**config.mk**
```make
export PLATFORM = sky130hd
export DESIGN_NAME = rv64Decoder
export DESIGN_NICKNAME = d
export VERILOG_FILES = /design/src/hdl/decodePkg.sv /design/src/hdl/aluDecoder.sv /design/src/hdl/memDecoder.sv /design/src/hdl/flowDecoder.sv /design/src/hdl/systemDecoder.sv /design/src/hdl/rv64Decoder.sv
export SDC_FILE = /design/constraint.sdc
export NUM_CORES = 1
export LEC_CHECK = 0
export BUFFER_PORTS_ARGS = -buffer_cell sky130_fd_sc_hd__buf_2
export CAP_MARGIN = 30
export CORE_ASPECT_RATIO = 1.4
export CORE_MARGIN = 8
export CORE_UTILIZATION = 25
export DETAILED_ROUTE_END_ITERATION = 8
export PLACE_DENSITY_LB_ADDON = 0.05
export SLEW_MARGIN = 20
export SYNTH_ARGS = -nofsm -noshare
export SYNTH_HDL_FRONTEND = slang
export SYNTH_SLANG_ARGS = --single-unit
```
**constraint.sdc**
```tcl
create_clock -name vclk -period 5.1
set_input_delay 0.765 -clock vclk [all_inputs]
set_output_delay 0.765 -clock vclk [all_outputs]
set_load 0.02 [all_outputs]
```
**src/hdl/decodePkg.sv**
```systemverilog
`default_nettype none

package decodePkg;

    // major opcodes
    localparam logic [6:0] opcodeOpImm  = 7'b0010011;
    localparam logic [6:0] opcodeOp     = 7'b0110011;
    localparam logic [6:0] opcodeLoad   = 7'b0000011;
    localparam logic [6:0] opcodeStore  = 7'b0100011;
    localparam logic [6:0] opcodeBranch = 7'b1100011;
    localparam logic [6:0] opcodeLui    = 7'b0110111;
    localparam logic [6:0] opcodeAuipc  = 7'b0010111;
    localparam logic [6:0] opcodeJal    = 7'b1101111;
    localparam logic [6:0] opcodeJalr   = 7'b1100111;
    localparam logic [6:0] opcodeSystem = 7'b1110011;

    // alu funct3, shared by register and immediate forms
    localparam logic [2:0] funct3Add  = 3'b000;
    localparam logic [2:0] funct3Sll  = 3'b001;
    localparam logic [2:0] funct3Slt  = 3'b010;
    localparam logic [2:0] funct3Sltu = 3'b011;
    localparam logic [2:0] funct3Xor  = 3'b100;
    localparam logic [2:0] funct3Srl  = 3'b101;
    localparam logic [2:0] funct3Or   = 3'b110;
    localparam logic [2:0] funct3And  = 3'b111;

    localparam logic [2:0] funct3Lb  = 3'b000;
    localparam logic [2:0] funct3Lh  = 3'b001;
    localparam logic [2:0] funct3Lw  = 3'b010;
    localparam logic [2:0] funct3Ld  = 3'b011;
    localparam logic [2:0] funct3Lbu = 3'b100;
    localparam logic [2:0] funct3Lhu = 3'b101;
    localparam logic [2:0] funct3Lwu = 3'b110;

    localparam logic [2:0] funct3Sb = 3'b000;
    localparam logic [2:0] funct3Sh = 3'b001;
    localparam logic [2:0] funct3Sw = 3'b010;
    localparam logic [2:0] funct3Sd = 3'b011;

    localparam logic [2:0] funct3Beq  = 3'b000;
    localparam logic [2:0] funct3Bne  = 3'b001;
    localparam logic [2:0] funct3Blt  = 3'b100;
    localparam logic [2:0] funct3Bge  = 3'b101;
    localparam logic [2:0] funct3Bltu = 3'b110;
    localparam logic [2:0] funct3Bgeu = 3'b111;

    localparam logic [2:0] funct3Priv   = 3'b000;
    localparam logic [2:0] funct3Csrrw  = 3'b001;
    localparam logic [2:0] funct3Csrrs  = 3'b010;
    localparam logic [2:0] funct3Csrrc  = 3'b011;
    localparam logic [2:0] funct3Csrrwi = 3'b101;
    localparam logic [2:0] funct3Csrrsi = 3'b110;
    localparam logic [2:0] funct3Csrrci = 3'b111;

    // privileged group, told apart by funct7
    localparam logic [6:0] funct7Ecall  = 7'b0000000;
    localparam logic [6:0] funct7Mret   = 7'b0011000;
    localparam logic [6:0] funct7SysNop = 7'b0001000;

    typedef struct packed {
        logic [6:0] funct7;
        logic [4:0] rs2;
        logic [4:0] rs1;
        logic [2:0] funct3;
        logic [4:0] rd;
        logic [6:0] opcode;
    } instrFields_t;

    typedef enum logic [2:0] {
        clsAluReg, clsAluImm, clsLoad, clsStore, clsFlow, clsSystem, clsUnknown
    } opClass_t;

    typedef enum logic [3:0] {
        aluAdd, aluSub, aluXor, aluOr, aluAnd, aluSLess, aluULess, aluSll,
        aluSrl, aluSra, aluBranch, aluLink, aluRs1, aluCsrClear, aluUnknown
    } aluFunc_t;

    typedef enum logic [2:0] {
        srcNone, srcReg, srcImm, srcShamt, srcPcPlus4, srcPcPlusImm, srcCsr
    } aluSrc_t;

    typedef enum logic [2:0] {
        immNone, immI, immU, immB, immS, immJ, immCsr
    } immGen_t;

    typedef enum logic [2:0] {
        sizeNone, size8, size16, size32, size64
    } memSize_t;

    // s suffix means sign extended
    typedef enum logic [2:0] {
        wbNone, wb8s, wb16s, wb32s, wb64, wb8u, wb16u, wb32u
    } wbType_t;

    typedef enum logic [3:0] {
        brNone, brEq, brNe, brLtS, brLtU, brGeS, brGeU, brJal, brJalr
    } branchType_t;

    typedef enum logic [1:0] {
        useNone, useRs1, useRs1Rs2
    } regUse_t;

    typedef struct packed {
        logic        regWrite;
        aluFunc_t    aluFunc;
        aluSrc_t     aluSrc;
        immGen_t     immGen;
        logic        memRead;
        logic        memWrite;
        memSize_t    memSize;
        logic        memToReg;
        wbType_t     wbType;
        branchType_t branchType;
        logic        readCsr;
        logic        writeCsr;
        logic        isCsr;
        logic        isCsrClear;
        logic        csrFromZimm;
        logic        isEcall;
        logic        exception;
        logic        isMret;
        logic        instrMisalign;
    } control_t;

    typedef struct packed {
        control_t ctl;
        regUse_t  regUse;
    } decodeOut_t;

endpackage

`default_nettype wire

```
**src/hdl/aluDecoder.sv**
```systemverilog
`timescale 1ns/1ps
`default_nettype none

module aluDecoder
    import decodePkg::*;
(
    input  instrFields_t instr,
    input  opClass_t     cls,
    output decodeOut_t   result
);

    logic isImm;
    logic altFunc;

    assign isImm   = (cls == clsAluImm);
    assign altFunc = instr.funct7[5];

    always_comb begin
        result = '0;
        result.ctl.regWrite = 1'b1;
        if (isImm) begin
            result.ctl.aluSrc = srcImm;
            result.ctl.immGen = immI;
            result.regUse     = useRs1;
        end else begin
            result.ctl.aluSrc = srcReg;
            result.ctl.immGen = immNone;
            result.regUse     = useRs1Rs2;
        end

        unique case (instr.funct3)
            // addi has no sub form, bit 30 belongs to the immediate
            funct3Add:  result.ctl.aluFunc = (altFunc && !isImm) ? aluSub : aluAdd;
            funct3Xor:  result.ctl.aluFunc = aluXor;
            funct3Or:   result.ctl.aluFunc = aluOr;
            funct3And:  result.ctl.aluFunc = aluAnd;
            funct3Slt:  result.ctl.aluFunc = aluSLess;
            funct3Sltu: result.ctl.aluFunc = aluULess;
            funct3Sll:  result.ctl.aluFunc = aluSll;
            funct3Srl:  result.ctl.aluFunc = altFunc ? aluSra : aluSrl;
            default: begin
                result.ctl.aluFunc = aluUnknown;
                result.ctl.aluSrc  = srcNone;
            end
        endcase

        // immediate shifts take the shamt field
        if (isImm && (instr.funct3 == funct3Sll || instr.funct3 == funct3Srl)) begin
            result.ctl.aluSrc = srcShamt;
            result.ctl.immGen = immNone;
        end
    end

    // top only hands over the two alu classes
    aluClassCheck: assert final (cls inside {clsAluReg, clsAluImm})
        else $error("aluDecoder: unexpected class %s", cls.name());

endmodule

`default_nettype wire

```
**src/hdl/memDecoder.sv**
```systemverilog
`timescale 1ns/1ps
`default_nettype none

module memDecoder
    import decodePkg::*;
(
    input  instrFields_t instr,
    input  logic         isStore,
    output decodeOut_t   result
);

    always_comb begin
        result = '0;
        result.ctl.aluFunc = aluAdd;
        result.ctl.aluSrc  = srcImm;
        if (isStore) begin
            result.ctl.memWrite = 1'b1;
            result.ctl.immGen   = immS;
            result.regUse       = useRs1Rs2;
            unique case (instr.funct3)
                funct3Sb: result.ctl.memSize = size8;
                funct3Sh: result.ctl.memSize = size16;
                funct3Sw: result.ctl.memSize = size32;
                funct3Sd: result.ctl.memSize = size64;
                default:  result = '0;
            endcase
        end else begin
            result.ctl.memRead  = 1'b1;
            result.ctl.regWrite = 1'b1;
            result.ctl.memToReg = 1'b1;
            result.ctl.immGen   = immI;
            result.regUse       = useRs1;
            // size and extension of the loaded value
            unique case (instr.funct3)
                funct3Lb: begin
                    result.ctl.memSize = size8;
                    result.ctl.wbType  = wb8s;
                end
                funct3Lh: begin
                    result.ctl.memSize = size16;
                    result.ctl.wbType  = wb16s;
                end
                funct3Lw: begin
                    result.ctl.memSize = size32;
                    result.ctl.wbType  = wb32s;
                end
                funct3Ld: begin
                    result.ctl.memSize = size64;
                    result.ctl.wbType  = wb64;
                end
                funct3Lbu: begin
                    result.ctl.memSize = size8;
                    result.ctl.wbType  = wb8u;
                end
                funct3Lhu: begin
                    result.ctl.memSize = size16;
                    result.ctl.wbType  = wb16u;
                end
                funct3Lwu: begin
                    result.ctl.memSize = size32;
                    result.ctl.wbType  = wb32u;
                end
                default: result = '0;
            endcase
        end
    end

    // top raises isStore only for the store opcode
    storeOpcodeCheck: assert final (!isStore || instr.opcode == opcodeStore)
        else $error("memDecoder: store flagged for opcode %b", instr.opcode);

endmodule

`default_nettype wire

```
**src/hdl/flowDecoder.sv**
```systemverilog
`timescale 1ns/1ps
`default_nettype none

module flowDecoder
    import decodePkg::*;
(
    input  instrFields_t instr,
    output decodeOut_t   result
);

    always_comb begin
        result = '0;
        unique case (instr.opcode)
            opcodeBranch: begin
                result.ctl.aluFunc = aluBranch;
                result.ctl.aluSrc  = srcReg;
                result.ctl.immGen  = immB;
                result.regUse      = useRs1Rs2;
                unique case (instr.funct3)
                    funct3Beq:  result.ctl.branchType = brEq;
                    funct3Bne:  result.ctl.branchType = brNe;
                    funct3Blt:  result.ctl.branchType = brLtS;
                    funct3Bltu: result.ctl.branchType = brLtU;
                    funct3Bge:  result.ctl.branchType = brGeS;
                    funct3Bgeu: result.ctl.branchType = brGeU;
                    default:    result.ctl.branchType = brNone;
                endcase
            end
            // jumps write the link address pc + 4
            opcodeJal, opcodeJalr: begin
                result.ctl.regWrite = 1'b1;
                result.ctl.aluFunc  = aluLink;
                result.ctl.aluSrc   = srcPcPlus4;
                if (instr.opcode == opcodeJal) begin
                    result.ctl.immGen     = immJ;
                    result.ctl.branchType = brJal;
                    result.regUse         = useNone;
                end else begin
                    result.ctl.immGen     = immI;
                    result.ctl.branchType = brJalr;
                    result.regUse         = useRs1;
                end
            end
            opcodeLui, opcodeAuipc: begin
                result.ctl.regWrite = 1'b1;
                result.ctl.aluFunc  = aluLink;
                result.ctl.immGen   = immU;
                result.ctl.aluSrc   = (instr.opcode == opcodeLui) ? srcImm : srcPcPlusImm;
            end
            default: result.ctl.aluFunc = aluUnknown;
        endcase
    end

    knownInputCheck: assert final (!$isunknown({instr.opcode, instr.funct3}))
        else $error("flowDecoder: opcode or funct3 unknown");

endmodule

`default_nettype wire

```
**src/hdl/systemDecoder.sv**
```systemverilog
`timescale 1ns/1ps
`default_nettype none

module systemDecoder
    import decodePkg::*;
(
    input  instrFields_t instr,
    output decodeOut_t   result
);

    logic isCsrOp;
    logic zimmForm;

    // low two funct3 bits pick the csr op and bit 2 the zimm form
    assign isCsrOp  = (instr.funct3[1:0] != 2'b00);
    assign zimmForm = instr.funct3[2];

    always_comb begin
        result = '0;
        result.ctl.regWrite = 1'b1;
        result.ctl.readCsr  = 1'b1;
        result.ctl.writeCsr = 1'b1;
        result.ctl.isCsr    = 1'b1;
        result.ctl.aluSrc   = srcCsr;

        unique case (instr.funct3)
            funct3Csrrw, funct3Csrrwi: result.ctl.aluFunc = aluRs1;
            funct3Csrrs, funct3Csrrsi: result.ctl.aluFunc = aluOr;
            funct3Csrrc, funct3Csrrci: begin
                result.ctl.aluFunc    = aluCsrClear;
                result.ctl.isCsrClear = 1'b1;
            end
            funct3Priv: begin
                unique case (instr.funct7)
                    funct7Ecall: begin
                        result.ctl.aluFunc   = aluBranch;
                        result.ctl.isEcall   = 1'b1;
                        result.ctl.exception = 1'b1;
                    end
                    funct7Mret: begin
                        result.ctl.aluFunc = aluBranch;
                        result.ctl.isMret  = 1'b1;
                    end
                    funct7SysNop: result.ctl.aluFunc = aluBranch;
                    default:      result.ctl.aluFunc = aluUnknown;
                endcase
            end
            default: result.ctl.aluFunc = aluUnknown;
        endcase

        if (isCsrOp) begin
            if (zimmForm) begin
                result.ctl.immGen      = immCsr;
                result.ctl.csrFromZimm = 1'b1;
            end else begin
                result.regUse = useRs1;
            end
        end
    end

    knownInputCheck: assert final (!$isunknown({instr.funct7, instr.funct3}))
        else $error("systemDecoder: funct7 or funct3 unknown");

endmodule

`default_nettype wire

```
**src/hdl/rv64Decoder.sv**
```systemverilog
`timescale 1ns/1ps
`default_nettype none

module rv64Decoder
    import decodePkg::*;
(
    input  logic [63:0]  pc,
    input  instrFields_t instr,
    output decodeOut_t   dec
);

    opClass_t   cls;
    opClass_t   aluCls;
    logic       isStore;
    decodeOut_t aluResult;
    decodeOut_t memResult;
    decodeOut_t flowResult;
    decodeOut_t sysResult;

    always_comb begin
        unique case (instr.opcode)
            opcodeOp:    cls = clsAluReg;
            opcodeOpImm: cls = clsAluImm;
            opcodeLoad:  cls = clsLoad;
            opcodeStore: cls = clsStore;
            opcodeBranch, opcodeJal, opcodeJalr, opcodeLui, opcodeAuipc: cls = clsFlow;
            opcodeSystem: cls = clsSystem;
            // word forms land here as well
            default:     cls = clsUnknown;
        endcase
    end

    // alu decoder only needs reg vs imm
    assign aluCls  = (cls == clsAluImm) ? clsAluImm : clsAluReg;
    assign isStore = (cls == clsStore);

    aluDecoder u_aluDecoder (
        .instr  (instr),
        .cls    (aluCls),
        .result (aluResult)
    );

    memDecoder u_memDecoder (
        .instr   (instr),
        .isStore (isStore),
        .result  (memResult)
    );

    flowDecoder u_flowDecoder (
        .instr  (instr),
        .result (flowResult)
    );

    systemDecoder u_systemDecoder (
        .instr  (instr),
        .result (sysResult)
    );

    always_comb begin
        unique case (cls)
            clsAluReg, clsAluImm: dec = aluResult;
            clsLoad, clsStore:    dec = memResult;
            clsFlow:              dec = flowResult;
            clsSystem:            dec = sysResult;
            default: begin
                dec = '0;
                dec.ctl.aluFunc = aluUnknown;
                dec.ctl.aluSrc  = srcReg;
                dec.regUse      = useNone;
            end
        endcase
        dec.ctl.instrMisalign = dec.ctl.instrMisalign | (pc[1:0] != 2'b00);
    end

    memExclusiveCheck: assert final (!(dec.ctl.memRead && dec.ctl.memWrite))
        else $error("rv64Decoder: load and store both set, opcode %b", instr.opcode);

endmodule

`default_nettype wire

```
==> metrics.cfg, run 1 <==
[status]
status = finished, final reports clean

[timing]
hold_viol = 0
hold-worst-slack_ns = 1.83
relSlewSlack = 0.650
timing.fmax_mhz = 313
worst_slew_pin_slew_ns = 0.519
setup_tns_ns = 0
layout_min_cycle_time_ns = 3.20
rsz0062_at_grt = no
period_share = 0.627
slew_violations = 0
setup_violations = 0

[synth]
syn_area_um2 = 739
synth_compound_area_frac = 0.311
synth-xor-area-share = 0.0118
yosysTopAreaCell = nor2_1
syn_inst = 120
synth-adder-area-share = 0.0677
synth-simple-area-share = 0.450
synthMuxAreaShare = 0
synth_cell_types = 36
syn_area_per_cell_um2 = 6.16
synth_top_family_by_area = simple AND/OR/NAND/NOR gates
synth-seq-area-share = 0
synthesis.nets = 220
ys_top_cells_by_count = nor2_1, a21oi_1, nand2_1
synth_area_leaders = nor2_1, a21oi_1, ha_1
synth_most_common_cell = nor2_1
yosysWarnings = 0
synth_top_area_frac = 0.0812

[pwr]
power.leakage_uw = 0.000529
p_switching_uw = 32.6
power.density_mw_per_mm2 = 52.5
pwr-share-comb = 1.000
clkPwrFrac = 0
ir_drop_uv = 26.2
p_int_uw = 18.4
seqPwrFrac = 0
switching_share = 0.640

[floorplanning]
io_pins = 131
std_cell_rows = 23
floorplan.initialDensity = 0.260
chipWidth_um = 62.0
die_height_um = 80.4
core_area_mm2 = 0.00285
die_area_mm2 = 0.00498

[hold_path]
hold_path_class = input pin to output pin

[global_routing]
grt.total_usage = 0.123
globalRoute.totalOverflow = 0
grt_pass1_wl_um = 5040
grt_pass1_vias = 1092
antenna_found_initial = 0
grt_max_degree = 18

[critical_path]
crit_required_ns = 4.34
cpMaxStageDelayCell = o311ai_0
crit_arrival_ns = 2.43
worstSetupStartpointType = input pin
end_kind = output pin
path_common_cell = buf_2
crit_type = input pin to output pin
crit_fanout = 16
max_stage_delay_ns = 0.51
path_cells = buf_2 > inv_1 > ha_1 > o311ai_0 > o21ai_0 > buf_2

[clock_tree]
cts_hold_buffers = 0
ctsResizeCount = 0
cts_setup_buffers = 0

[cells_and_area]
antenna_cells = 0
nClkBuffers = 0
fillers = 328
regArea_um2 = 0
layout-drive-gt1-share = 0.385
seq_cells = 0
nNetsFinal = 263
syn_to_final_growth_pct = 31.5

[placed_design]
place_congestion = 0.796
io_buffers = 54
hpwl_um = 2450

[detailed_routing]
via_count = 1024
drc = 0
drt-vias-per-instance = 5.17
drt_iter0_drc = 23
avgRoutedWirePerCell_um = 15.1
postRouteAntennaNets = 0
drt_first_pass_iters = 4
drt_wl_total_um = 2990

[run]
drv_cap = 0

-- final cells by class --
| type | count | area (um2) | area share |
|---|---|---|---|
| Tap cell | 37 | 46.3 | 0.0476 |
| Timing Repair Buffer | 54 | 270 | 0.278 |
| Multi-Input combinational cell | 98 | 622 | 0.640 |
| Inverter | 9 | 33.8 | 0.0347 |
-- cell families after synthesis --
group,count (synthesis)
AND/OR/NAND/NOR,58
adder cells (fa/ha/maj),4
buffers and inverters,22
AO/OA/AOI/OAI,35
XOR/XNOR,1
-- power groups by stage --
stage / clock [uW] / sequential [uW] / combinational (uW)
floorplan: 0 / 0 / 33.4
global placement: 0 / 0 / 50.9
detailed placement: 0 / 0 / 51.3
CTS: 0 / 0 / 51.4
global route: 0 / 0 / 57.2
finish: 0 / 0 / 51.0
-- worst max-delay path: cells and delay by family --
kind                       cells  cell delay [ns]
buffers and inverters          3             0.69
AOI/OAI and AO/OA              2             0.69
adders and majority gates      1             0.27
-- layer usage --
layer | wire length [um] | track usage
met5 | 0 | 0
met4 | 43 | 0.0160
met1 | 1230 | 0.138
met2 | 1520 | 0.233
met3 | 195 | 0.0176
-- cell usage in the layout, fill, tap and decap left out, drive strengths merged, types with 2 or more instances in the layout --
master | netlist | final
a21oi | 11 | 11
a221o | 3 | 3
a31oi | 3 | 3
buf | 10 | 54
ha | 4 | 4
inv | 9 | 9
nand2 | 10 | 10
nand2b | 3 | 3
nand3 | 8 | 8
nor2 | 16 | 16
nor2b | 3 | 3
nor3 | 6 | 6
nor4 | 2 | 2
o211ai | 4 | 4
o21ai | 7 | 7
o221ai | 3 | 3
or3 | 3 | 3
-- per-stage QoR --
step | cells | instance area, um2 | setup WS [ns] | util | total power (uW)
4_1_cts | 198 | 972 | 1.90 | 0.341 | 51.4
5_1_grt | 198 | 972 | 1.74 | 0.341 | 57.2
3_5_place_dp | 198 | 972 | 1.90 | 0.341 | 51.3
2_1_floorplan | 120 | 739 | 2.06 | - | 33.4
6_report | 198 | 972 | 1.90 | 0.341 | 51.0
3_3_place_gp | 198 | 972 | 1.91 | 0.341 | 50.9
-- path summary, 6_finish.rpt --
check,start,to,slack [ns],cells past startpoint
worst max-delay path,instr[12],dec[13],1.90,6
worst min-delay path,instr[28],dec[5],1.83,3
No activity file was read; power rests on OpenSTA's default activity.
==> run 2: changes to the inputs <==
- ABC_AREA: default -> 1
- clock period: 5.1 -> 2.6 ns (I/O delays scaled with it)
==> metrics.cfg, run 2 <==
[synth]
yosysWarnings = 0  ; unchanged
synth-seq-area-share = 0  ; unchanged
synth_most_common_cell = nand2_1
synth_top_area_frac = 0.181  ; +0.0994
synth_cell_types = 24  ; -33%
syn_area_um2 = 748  ; +1.2%
syn_inst = 155  ; +29%
synthesis.nets = 255  ; +16%
synth_area_leaders = nand2_1, nand3_1, nor2_1
ys_top_cells_by_count = nand2_1, nor2_1, inv_1, nand3_1, o21ai_0
syn_area_per_cell_um2 = 4.83  ; -22%
yosysTopAreaCell = nand2_1

[floorplanning]
die_area_mm2 = 0.00502  ; +0.91%
core_area_mm2 = 0.00285  ; unchanged
std_cell_rows = 23  ; unchanged
io_pins = 131  ; unchanged
die_height_um = 80.7  ; +0.47%
floorplan.initialDensity = 0.263  ; +0.00307
chipWidth_um = 62.2  ; +0.44%

[timing]
rsz0062_at_grt = no
timing.fmax_mhz = 470
worst_slew_pin_slew_ns = 0.367  ; -0.152 ns
setup_violations = 0  ; unchanged
hold_viol = 0  ; unchanged
setup_tns_ns = 0  ; unchanged
period_share = 0.819
relSlewSlack = 0.753  ; +0.104
slew_violations = 0  ; unchanged
layout_min_cycle_time_ns = 2.13

[pwr]
power.density_mw_per_mm2 = 96.3  ; +84%
seqPwrFrac = 0  ; unchanged
pwr-share-comb = 1.000  ; about the same
power.leakage_uw = 0.000684  ; +29%
clkPwrFrac = 0  ; unchanged
power.total_uw = 98.2  ; +93%
switching_share = 0.666  ; +0.0257
p_int_uw = 32.8  ; +79%
p_switching_uw = 65.4  ; +100%
ir_drop_uv = 46.6  ; +78%

[detailed_routing]
met1Wirelength_um = 1220  ; -0.49%
drt-vias-per-instance = 4.62  ; -11%
postRouteAntennaNets = 0  ; unchanged
drt_wl_total_um = 3000  ; +0.47%
via_count = 1109  ; +8.3%
drt_first_pass_iters = 4  ; unchanged
drt_iter0_drc = 17  ; -26%
avgRoutedWirePerCell_um = 12.5  ; -17%
drc = 0  ; unchanged
wl_met2_um = 1560  ; +2.8%
wl_met3_um = 150  ; -23%
top_layer_used = met4

[cells_and_area]
layout_common_cells = buf_2, nand2_1, nor2_1
regArea_um2 = 0  ; unchanged
layout-drive-gt1-share = 0.325  ; -0.0600
nClkBuffers = 0  ; unchanged
nNetsFinal = 305  ; +16%
final_common_cell = buf_2
seq_cells = 0  ; unchanged
antenna_cells = 0  ; unchanged
syn_to_final_growth_pct = 36.3

[run]
drv_cap = 0  ; unchanged

[critical_path]
crit_arrival_ns = 1.74  ; -0.69 ns
end_kind = output pin
crit_fanout = 13  ; -3
crit_type = input pin to output pin
crit_required_ns = 2.21  ; -2.13 ns
worstSetupStartpointType = input pin

[clock_tree]
ctsResizeCount = 0  ; unchanged
cts_hold_buffers = 0  ; unchanged
cts_setup_buffers = 0  ; unchanged

[global_routing]
antenna_found_initial = 0  ; unchanged
grt_pass1_vias = 1185  ; +8.5%
globalRoute.totalOverflow = 0  ; unchanged
grt_max_degree = 14  ; -4
grt_pass1_wl_um = 4980  ; -1.1%
grt.total_usage = 0.112  ; -0.0101

[hold_path]
hold_path_class = input pin to output pin

[placed_design]
hpwl_um = 2650  ; +8.1%
io_buffers = 54  ; unchanged
place_congestion = 0.834  ; +4.8%

[status]
status = finished, final reports clean

-- run 2: worst paths after layout --
check,start,end,slack (ns),depth (start not counted)
setup / recovery,instr[2],dec[34],0.47,9
hold / removal,pc[0],dec[2],1.08,3
-- run 2: kinds of logic after synthesis --
kind of cell | Yosys count | share of synthesized area
AOI/OAI and AO/OA | 14 | 0.100
buffers and inverters | 33 | 0.196
and+or+nand+nor | 104 | 0.637
adders and majority gates | 4 | 0.0669
-- run 2: power groups by stage --
stage	clock network [uW]	registers (uW)	logic [uW]
4_1_cts	0	0	99.4
5_1_grt	0	0	111
3_5_place_dp	0	0	99.2
2_1_floorplan	0	0	59.8
6_report	0	0	98.2
3_3_place_gp	0	0	99.0
-- run 2: area by class of cell --
| cell class | instances | area [um2] |
|---|---|---|
| Tap cell | 37 | 46.3 |
| Timing Repair Buffer | 54 | 270 |
| Fill cell | 346 | 1830 |
| Inverter | 27 | 101 |
| Multi-Input combinational cell | 122 | 602 |
-- run 2: metal layers --
metal  GRT usage  vias up
met2       0.235       32
met5           0        -
met1       0.113      484
li1            -      587
met4      0.0258        0
met3      0.0165        6
-- run 2: worst max-delay path: stages --
cell and delay [ns]:
buf_2 0.11, inv_1 0.08, nand2_1 0.09, nor2_4 0.26
nand3_1 0.22, inv_2 0.12, nand3_2 0.16, nand3b_1 0.13
buf_2 0.17
-- run 2: metrics by stage --
step	setup WS (ns)	hold slack (ns)	cells	cell area (um2)	utilization
after floorplan	0.444	0.869	155	748	-
after global placement	0.471	1.08	240	1020	0.358
after detailed placement	0.475	1.09	240	1020	0.358
after CTS	0.463	1.09	240	1020	0.358
after global routing	0.314	1.11	240	1020	0.358
final	0.471	1.08	240	1020	0.358
==> run 3: changes to the inputs <==
- clock period: 2.6 -> 2.15 ns (I/O delays scaled with it)
==> metrics.cfg, run 3 (synthesis gave the netlist of run 2 again) <==
[timing]
rsz0062_at_grt = no
hold_viol = 0  ; unchanged
worst_slew_pin_slew_ns = 0.379  ; +0.0118 ns
slew_violations = 0  ; unchanged
timing.fmax_mhz = 519
layout_min_cycle_time_ns = 1.93
setup_violations = 0  ; unchanged
period_share = 0.896
setup_tns_ns = 0  ; unchanged
setup_slack_ns = 0.224  ; -0.246 ns
relSlewSlack = 0.745  ; -0.00796
hold-worst-slack_ns = 0.946  ; -0.134 ns

[cells_and_area]
layout_common_cells = buf_2, nand2_1, nor2_1
nNetsFinal = 306  ; +0.33%
antenna_cells = 0  ; unchanged
syn_to_final_growth_pct = 37.3
final_common_cell = buf_2
seq_cells = 0  ; unchanged
multiInputGateArea_um2 = 602  ; unchanged
layout-drive-gt1-share = 0.328  ; +0.00331
nClkBuffers = 0  ; unchanged
finish.utilization = 0.361  ; +0.00263
fillers = 346  ; unchanged
regArea_um2 = 0  ; unchanged

[floorplanning]
chipWidth_um = 62.2  ; unchanged
io_pins = 131  ; unchanged
std_cell_rows = 23  ; unchanged
floorplan.initialDensity = 0.263  ; unchanged
die_area_mm2 = 0.00502  ; unchanged
core_area_mm2 = 0.00285  ; unchanged
die_height_um = 80.7  ; unchanged

[global_routing]
antenna_found_initial = 0  ; unchanged
grt_pass1_vias = 1161  ; -2.0%
grt.busiest_layer = met2
use_met1 = 0.112  ; -0.000791
globalRoute.totalOverflow = 0  ; unchanged
use_met2 = 0.247  ; +0.0125
grt_pass1_wl_um = 5040  ; +1.1%
grt.total_usage = 0.114  ; +0.00115
met3_usage = 0.0179  ; +0.00138
grt_max_degree = 14  ; unchanged

[placed_design]
place_congestion = 0.836  ; +0.26%
pre_cts_slack_ns = 0.227  ; -0.248 ns
hpwl_um = 2730  ; +3.2%
io_buffers = 54  ; unchanged

[detailed_routing]
drt_wl_total_um = 3080  ; +2.8%
drt_first_pass_iters = 4  ; unchanged
avgRoutedWirePerCell_um = 12.8  ; +2.4%
drt-vias-per-instance = 4.66  ; +0.93%
drc = 0  ; unchanged
postRouteAntennaNets = 0  ; unchanged
via_count = 1124  ; +1.4%
drt_iter0_drc = 22  ; +5

[pwr]
ir_drop_uv = 60.9  ; +31%
power.leakage_uw = 0.000690  ; +0.79%
power.density_mw_per_mm2 = 117  ; +21%
power.total_uw = 120  ; +22%

[clock_tree]
cts_setup_buffers = 0  ; unchanged
ctsResizeCount = 0  ; unchanged
cts_hold_buffers = 0  ; unchanged

[critical_path]
crit_fanout = 9  ; -4
worstSetupStartpointType = input pin
crit_arrival_ns = 1.60  ; -0.14 ns
crit_type = input pin to output pin
end_kind = output pin
crit_required_ns = 1.83  ; -0.38 ns

[status]
status = finished, final reports clean

[hold_path]
hold_path_class = input pin to output pin

[run]
drv_cap = 0  ; unchanged

## run 3: worst paths after layout
kind | to | slack (ns) | from | depth (start not counted)
worst min-delay path | dec[2] | 0.95 | pc[0] | 3
worst max-delay path | dec[34] | 0.22 | instr[2] | 9
## run 3: final cells by class
cell class	count	area share
inverter	27	0.0987
tap	37	0.0451
timing repair buffer	55	0.270
multi-input combinational	122	0.586
## run 3: critical path, cell delays in order
cell and delay, ns:
buf_2 0.11, inv_1 0.08, nand2_1 0.09, nor2_4 0.22
nand3_1 0.20, inv_2 0.12, nand3_2 0.16, nand3b_1 0.13
buf_2 0.17
## run 3: metal layers
metal  share of wire  wire (um)  up-vias
met5               0          0        -
met1            0.39       1220      489
met3           0.054        168        2
met4          0.0045         14        0
met2            0.55       1690       35
li1                -          -      598
## run 3: through the flow
| step | cell area, um2 | instances |
|---|---|---|
| after floorplan | 748 | 155 |
| after global placement | 1030 | 241 |
| after detailed placement | 1030 | 241 |
| after CTS | 1030 | 241 |
| after global routing | 1030 | 241 |
| final | 1030 | 241 |
## run 3: where the power goes
group	switching, uW	internal, uW
clock	0	0
combinational	79.6	40.4
sequential	0	0
total	79.6	40.4
